<file path="src/hdl/stream_macros.svh">
// stream merge build constants
// payload width and the depths of the two channel queues

`ifndef STREAM_MACROS_SVH
`define STREAM_MACROS_SVH

// data bits per word, the end flag sits just above them
`define STREAM_DATA_BITS 16

// channel 0 queue, kept shallow so it fills fast
`define STREAM_DEPTH_A 4

// channel 1 queue
`define STREAM_DEPTH_B 16

`endif
</file>
<file path="src/hdl/stream_pkg.sv">
// stream merge shared types
// word layout, source tag and the controller state encodings

`include "stream_macros.svh"

package stream_pkg;

   typedef logic [`STREAM_DATA_BITS-1:0] payload_t;   // data part of a word

   // end-of-packet flag concatenated on top of the payload
   typedef logic [$bits(payload_t):0] stream_word_t;

   typedef logic src_t;                                // source tag, channel 0 or 1

   // queue controller, item count is 0, 1 or chain addr + 2
   typedef enum logic [1:0] {
      q_empty,
      q_one,
      q_more
   } queue_state_e;

   typedef enum logic [1:0] {
      m_open,    // no packet in flight, round-robin decides
      m_hold0,   // channel 0 owns the output until its end word
      m_hold1    // same for channel 1
   } merge_state_e;

endpackage

</file>
<file path="src/hdl/stream_merge_top.sv">
// stream merge top: two buffered channels merged onto one tagged stream
// channel 0 queue is shallow, channel 1 queue is deep

`timescale 1ns/1ps
`include "stream_macros.svh"

module stream_merge_top (
   input  logic                    clock,
   input  logic                    reset,
   input  stream_pkg::stream_word_t i_data_0,
   input  stream_pkg::stream_word_t i_data_1,
   input  logic                    i_valid_0,
   input  logic                    i_valid_1,
   output logic                    o_busy_0,
   output logic                    o_busy_1,
   output stream_pkg::stream_word_t o_data,
   output stream_pkg::src_t        o_src,
   output logic                    o_valid,
   input  logic                    i_busy
);

   import stream_pkg::*;

   stream_word_t q_data_0, q_data_1;    // queue heads into the arbiter
   logic         q_valid_0, q_valid_1;
   logic         q_busy_0, q_busy_1;    // grant back-pressure per queue

   srl_queue #(.depth(`STREAM_DEPTH_A)) queue_0_inst (
      .clock   (clock),
      .reset   (reset),
      .i_data  (i_data_0),
      .i_valid (i_valid_0),
      .o_busy  (o_busy_0),
      .o_data  (q_data_0),
      .o_valid (q_valid_0),
      .i_busy  (q_busy_0)
   );

   srl_queue #(.depth(`STREAM_DEPTH_B)) queue_1_inst (
      .clock   (clock),
      .reset   (reset),
      .i_data  (i_data_1),
      .i_valid (i_valid_1),
      .o_busy  (o_busy_1),
      .o_data  (q_data_1),
      .o_valid (q_valid_1),
      .i_busy  (q_busy_1)
   );

   stream_merge_arbiter arbiter_inst (
      .clock     (clock),
      .reset     (reset),
      .i_data_0  (q_data_0),
      .i_data_1  (q_data_1),
      .i_valid_0 (q_valid_0),
      .i_valid_1 (q_valid_1),
      .o_busy_0  (q_busy_0),
      .o_busy_1  (q_busy_1),
      .o_data    (o_data),
      .o_src     (o_src),
      .o_valid   (o_valid),
      .i_busy    (i_busy)
   );

endmodule

</file>
<file path="src/hdl/stream_merge_arbiter.sv">
// stream merge arbiter: packet-atomic round-robin over two streams
// forwards the granted stream combinationally and tags it with its source

`timescale 1ns/1ps

module stream_merge_arbiter (
   input  logic                    clock,
   input  logic                    reset,
   input  stream_pkg::stream_word_t i_data_0,
   input  stream_pkg::stream_word_t i_data_1,
   input  logic                    i_valid_0,
   input  logic                    i_valid_1,
   output logic                    o_busy_0,
   output logic                    o_busy_1,
   output stream_pkg::stream_word_t o_data,
   output stream_pkg::src_t        o_src,
   output logic                    o_valid,
   input  logic                    i_busy
);

   import stream_pkg::*;

   merge_state_e state;
   src_t         rr_ptr;                  // favored channel when both are valid
   src_t         sel;                     // channel driving the output this cycle
   logic         xfer;                    // word leaves on this edge
   logic         eop;

   // grant decision, only free to move while no packet is open
   always_comb begin
      unique case (state)
         m_hold0: sel = 1'b0;
         m_hold1: sel = 1'b1;
         default: begin
            if (i_valid_0 && i_valid_1) begin
               sel = rr_ptr;
            end else begin
               sel = i_valid_1;          // lone valid wins, idle falls to 0
            end
         end
      endcase
   end

   assign o_data   = sel ? i_data_1 : i_data_0;
   assign o_valid  = sel ? i_valid_1 : i_valid_0;
   assign o_src    = sel;
   assign o_busy_0 = sel ? 1'b1 : i_busy;   // loser is held off
   assign o_busy_1 = sel ? i_busy : 1'b1;

   assign xfer = o_valid && !i_busy;
   assign eop  = o_data[$bits(payload_t)];  // end flag above the payload

   always_ff @(posedge clock or negedge reset) begin
      if (!reset) begin
         state  <= m_open;
         rr_ptr <= 1'b0;
      end else if (xfer) begin
         if (eop) begin
            state  <= m_open;
            rr_ptr <= ~sel;                  // other channel goes first next time
         end else begin
            state  <= sel ? m_hold1 : m_hold0;
         end
      end
   end

endmodule

</file>
<file path="src/hdl/srl_queue.sv">
// srl queue: shift-chain stream buffer with a registered output
// input and output flow control are decoupled, busy is an address compare

`timescale 1ns/1ps

module srl_queue #(
   parameter int depth = 16                          // max words held, 2 to 256
) (
   input  logic                    clock,
   input  logic                    reset,
   input  stream_pkg::stream_word_t i_data,           // producer side
   input  logic                    i_valid,
   output logic                    o_busy,
   output stream_pkg::stream_word_t o_data,           // consumer side
   output logic                    o_valid,
   input  logic                    i_busy
);

   import stream_pkg::*;

   localparam int addr_bits = $clog2(depth);          // indexes chain entries 0..depth-2

   stream_word_t         chain [0:depth-2];           // shift chain, no reset
   stream_word_t         out_reg;                     // head word
   stream_word_t         out_next;
   logic                 load_out;                    // refill head register
   logic                 shift_en;                    // push i_data into chain
   logic [addr_bits-1:0] addr;                        // oldest chain entry
   logic [addr_bits-1:0] addr_next;
   logic                 addr_zero;                   // addr==0, registered
   logic                 full;
   queue_state_e         state;
   queue_state_e         state_next;

   // depth words held: head reg plus a full chain
   assign full    = (state == q_more) && (addr == addr_bits'(depth - 2));
   assign o_busy  = full;
   assign o_valid = (state != q_empty);
   assign o_data  = out_reg;                          // keeps last word while empty

   always_ff @(posedge clock or negedge reset) begin
      if (!reset) begin
         state     <= q_empty;
         addr      <= '0;
         addr_zero <= 1'b1;
      end else begin
         state     <= state_next;
         addr      <= addr_next;
         addr_zero <= (addr_next == '0);              // precomputed for next cycle
      end
   end

   always_ff @(posedge clock or negedge reset) begin
      if (!reset) begin
         out_reg <= '0;
      end else if (load_out) begin
         out_reg <= out_next;
      end
   end

   // newest word enters at index 0, oldest moves toward depth-2
   always_ff @(posedge clock) begin
      if (shift_en) begin
         for (int i = depth - 2; i > 0; i--) begin
            chain[i] <= chain[i-1];
         end
         chain[0] <= i_data;
      end
   end

   always_comb begin
      state_next = state;
      addr_next  = addr;
      shift_en   = 1'b0;
      load_out   = 1'b0;
      out_next   = i_data;
      unique case (state)
         q_empty: begin
            addr_next = '0;
            if (i_valid) begin                        // straight into head reg
               load_out   = 1'b1;
               state_next = q_one;
            end
         end
         q_one: begin
            addr_next = '0;
            if (i_valid && i_busy) begin              // head stalled, word to chain
               shift_en   = 1'b1;
               state_next = q_more;
            end else if (i_valid) begin               // head leaves, new word replaces it
               load_out   = 1'b1;
            end else if (!i_busy) begin               // head leaves, nothing behind
               state_next = q_empty;
            end
         end
         q_more: begin
            if (full) begin
               // no input accepted while full
               if (!i_busy) begin
                  load_out   = 1'b1;
                  out_next   = chain[addr];
                  addr_next  = addr_zero ? '0 : addr - 1'b1;
                  state_next = addr_zero ? q_one : q_more;
               end
            end else if (i_valid && i_busy) begin     // fill only
               shift_en  = 1'b1;
               addr_next = addr + 1'b1;
            end else if (i_valid) begin               // fill and drain, count holds
               shift_en = 1'b1;
               load_out = 1'b1;
               out_next = chain[addr];
            end else if (!i_busy) begin               // drain only
               load_out   = 1'b1;
               out_next   = chain[addr];
               addr_next  = addr_zero ? '0 : addr - 1'b1;
               state_next = addr_zero ? q_one : q_more;
            end
         end
         default: begin
            state_next = q_empty;
            addr_next  = '0;
         end
      endcase
   end

endmodule

</file>
<file path="config.mk">
export PLATFORM = sky130hd
export DESIGN_NAME = stream_merge_top
export DESIGN_NICKNAME = d
export VERILOG_FILES = /design/src/hdl/stream_pkg.sv /design/src/hdl/stream_merge_top.sv /design/src/hdl/stream_merge_arbiter.sv /design/src/hdl/srl_queue.sv
export VERILOG_INCLUDE_DIRS = /design/src /design/src/hdl
export SDC_FILE = /design/constraint.sdc
export NUM_CORES = 1
export LEC_CHECK = 0
export BUFFER_PORTS_ARGS = -buffer_cell sky130_fd_sc_hd__buf_2
export CORE_MARGIN = 3
export CORE_UTILIZATION = 61
export DETAILED_ROUTE_END_ITERATION = 8
export GPL_ROUTABILITY_DRIVEN = 0
export PLACE_DENSITY = 0.85
export SLEW_MARGIN = 20
export SYNTH_ARGS = -nofsm -noshare
export SYNTH_HDL_FRONTEND = slang
export SYNTH_SLANG_ARGS = --single-unit
</file>
<file path="constraint.sdc">
create_clock -name clock -period 30.3 [get_ports clock]
set_input_delay 7.575 -clock clock [delete_from_list [all_inputs] [get_ports clock]]
set_output_delay 7.575 -clock clock [all_outputs]
set_load 0.005 [all_outputs]
</file>
==> flow_summary.json <==
{
  "synth_area_mm2": 0.0146,
  "hpwl_um": 16200,
  "clock_sinks": 355,
  "max_freq_ghz": 0.0921,
  "cp-start-kind": "input pin",
  "final_cell_area_mm2": 0.0164,
  "drtPass1Iterations": 5,
  "drt_iter0_drc": 1059,
  "portBuffers": 59,
  "placed_area_mm2": 0.0152,
  "path_cells": "buf_2 > inv_1 > nand2_1 > nand3_1 > a21boi_4 > buf_4 > buf_4",
  "drv_cap": 0,
  "synth-seq-cells": 355,
  "drc": 0,
  "relSlewSlack_pct": 23.6,
  "die_width_um": 161,
  "core-area_mm2": 0.0235,
  "avgSynthCellArea_um2": 17.9,
  "grt_pass1_wl_um": 46700,
  "tightest_slew_ns": 1.14,
  "n_fill_cell": 1425,
  "cts_made_buffers": 37,
  "worstSetupPathType": "input pin to register",
  "cts_tree": "done",
  "grt_usage_pct": 23.3,
  "antenna_found_initial": 1,
  "clock-root-buffer": "clkbuf_16",
  "finalSetupViolCount": 0,
  "grt_max_degree": 89,
  "yosysSeqAreaShare_pct": 71.2,
  "io_pins": 60,
  "ys_types": 56,
  "p_total_mw": 1.58,
  "viasPerCell": 6.32,
  "post_cts_resized": 0,
  "path_clk_slew_ns": 0.06,
  "status": "finished, final reports clean",
  "async_reset_ff_share_pct": 13.8,
  "routed_wirelength_um": 29400,
  "initial_core_util_pct": 62.1,
  "wire_per_inst_um": 23.9,
  "powerDensity_mw_per_mm2": 96.4,
  "period_share_pct": 35.8,
  "netlist_instances": 816,
  "drv_slew": 0,
  "syn_nets": 869,
  "worstPathRequired_ns": 30.44,
  "worstSetupEndpointType": "register",
  "ys_warn_count": 0,
  "finalHoldViolations": 0,
  "hold_buffers": 0,
  "grt_overflow": 0,
  "cts_max_level": 2,
  "crit_slowest_cell": "buf_4",
  "min_path_type": "register to register",
  "setup_tns_ns": 0,
  "critPathTopFamily": "buffers and inverters",
  "path_buf_inv": 4,
  "die_h_um": 161,
  "ant_nets": 0,
  "clock_path_buffers": 3,
  "vdd_drop_max_v": 0.0000506,
  "synth_edf_count": 306,
  "die-area_mm2": 0.0259,
  "syn_to_final_growth_pct": 12.3,
  "worstSkewPairLatency_ns": 0.52,
  "path_max_fanout": 75,
  "drive_above_1_share_pct": 28.1,
  "period_needed_ns": 10.86,
  "rows": 56,
  "worstPathArrival_ns": 10.99,
  "grt_pass1_vias": 7976,
  "critPathMaxStageDelay_ns": 0.85,
  "ys.flop_type": "edfxtp_1",
  "cts_setup_buffers": 0,
  "crit_top_cell": "buf_4",
  "fin_worst_skew_ns": 0.0161,
  "antenna_cells": 0,
  "p_leak_nw": 5.44,
  "nets": 938,
  "vias": 7773,
  "rsz0062_at_grt": "false"
}
path summary, 6_finish.rpt:
check	start	end	slack, ns	cells after the start
min	queue_1_inst.chain[4][1]	queue_1_inst.chain[5][1]	0.44	0
max reg2reg	queue_0_inst.state[0]	queue_1_inst.chain[0][12]	25.55	9
max in group asynchronous	reset	queue_1_inst.addr[1]	22.60	2
min reg2reg	queue_1_inst.chain[4][1]	queue_1_inst.chain[5][1]	0.44	0
min in group asynchronous	reset	queue_0_inst.o_data[11]	7.17	2
max	i_busy	queue_1_inst.chain[0][12]	19.44	7
synth_stat cells (16+ instances only):
master | count | share of area (%)
edfxtp_1 | 306 | 63
mux2_2 | 32 | 2.5
inv_1 | 20 | 0.51
nand2_1 | 31 | 0.80
o22a_1 | 17 | 1.0
mux4_2 | 67 | 10
dfrtp_1 | 47 | 8.0
o21ai_0 | 32 | 1.1
clkbuf_1 | 16 | 0.41
nor2_1 | 48 | 1.2
mux2i_1 | 36 | 2.5
a21oi_1 | 27 | 0.92
cell usage in the layout, fill, tap and decap left out, types with 3 or more instances in the layout:
master     Yosys  routed
mux2_1         4       4
dfrtp_1       47      45
clkbuf_1      16       5
nor2_2        11      11
edfxtp_1     306     306
buf_2         10      59
o21ai_1        5       5
a21oi_1       27      27
a211oi_1       3       3
o221ai_1       4       4
clkbuf_16      0      38
bufinv_16      0       5
clkinv_2       0       7
clkinv_1       0       5
nand2b_1       7       7
ha_1          14      14
inv_1         20      20
nor2_1        48      48
buf_4          8      13
mux2_2        32      32
nand3_1        4       4
o22ai_1       15      15
o22a_1        17      17
mux4_2        67      67
o21ai_0       32      32
mux2i_1       36      36
nand2_1       31      31
logic make-up (layout without fill, tap and decap cells):
logic type / count (synthesis) / after routing / share of synthesized area [%]
DFF: 355 / 355 / 71.2
muxes: 139 / 139 / 15.5
AOI/OAI and AO/OA: 126 / 126 / 5.88
and+or+nand+nor: 117 / 117 / 3.76
buffers and inverters: 62 / 157 / 2.22
adders and majority gates: 14 / 14 / 1.20
xor gates and xnor gates: 3 / 3 / 0.180
flip-flops by register name, summed over array words and instances (netlist names):
signal and flops:
queue_0_inst.addr 2, queue_0_inst.chain 51, arbiter_inst.state 2, queue_0_inst.state 2
arbiter_inst.rr_ptr 1, queue_1_inst.state 2, queue_0_inst.addr_zero 1, queue_1_inst.o_data 17
queue_0_inst.o_data 17, queue_1_inst.addr 4, queue_1_inst.addr_zero 1, queue_1_inst.chain 255
power breakdown:
part           switching [mW]  internal [mW]  total [mW]
clock                   0.180          0.277       0.457
sequential             0.0694          0.692       0.761
combinational           0.206          0.159       0.365
total                   0.455           1.13        1.58
worst reg2reg max path, cell delays in order, from the launching register on:
cell	delay, ns
dfrtp_1	0.41
inv_1	0.09
ha_1	0.31
or3_1	0.38
a31o_2	0.30
nand2_1	0.16
nand3_1	0.17
a21boi_4	0.83
buf_4	0.87
buf_4	0.84
per-layer routing:
metal	global-route usage [%]	wire [um]	vias up
met3	4.80	1940	51
met2	36.6	14500	349
met4	6.18	560	2
li1	-	-	3364
met5	0	11	-
met1	34.2	12400	4007
final cells by class:
type | count | area (um^2) | area share (%)
repair buffers | 72 | 393 | 2.39
inverters | 20 | 75.1 | 0.457
flip-flops and latches | 355 | 10400 | 63.4
well taps | 319 | 399 | 2.43
clock inverters | 20 | 236 | 1.44
clock buffers | 45 | 997 | 6.07
multi-input cells | 399 | 3910 | 23.8
through the flow:
| step | hold WS [ns] | util [%] | instances | setup slack (ns) |
|---|---|---|---|---|
| 4_1_cts | 0.444 | 69.8 | 1230 | 19.47 |
| 2_1_floorplan | 0.420 | - | 816 | 2.78 |
| 5_1_grt | 0.444 | 69.8 | 1230 | 19.17 |
| 6_report | 0.440 | 69.8 | 1230 | 19.44 |
| 3_5_place_dp | 0.427 | 64.6 | 1165 | 18.90 |
| 3_3_place_gp | 0.423 | 64.6 | 1165 | 19.05 |
Power figures use the tool's default switching activity.
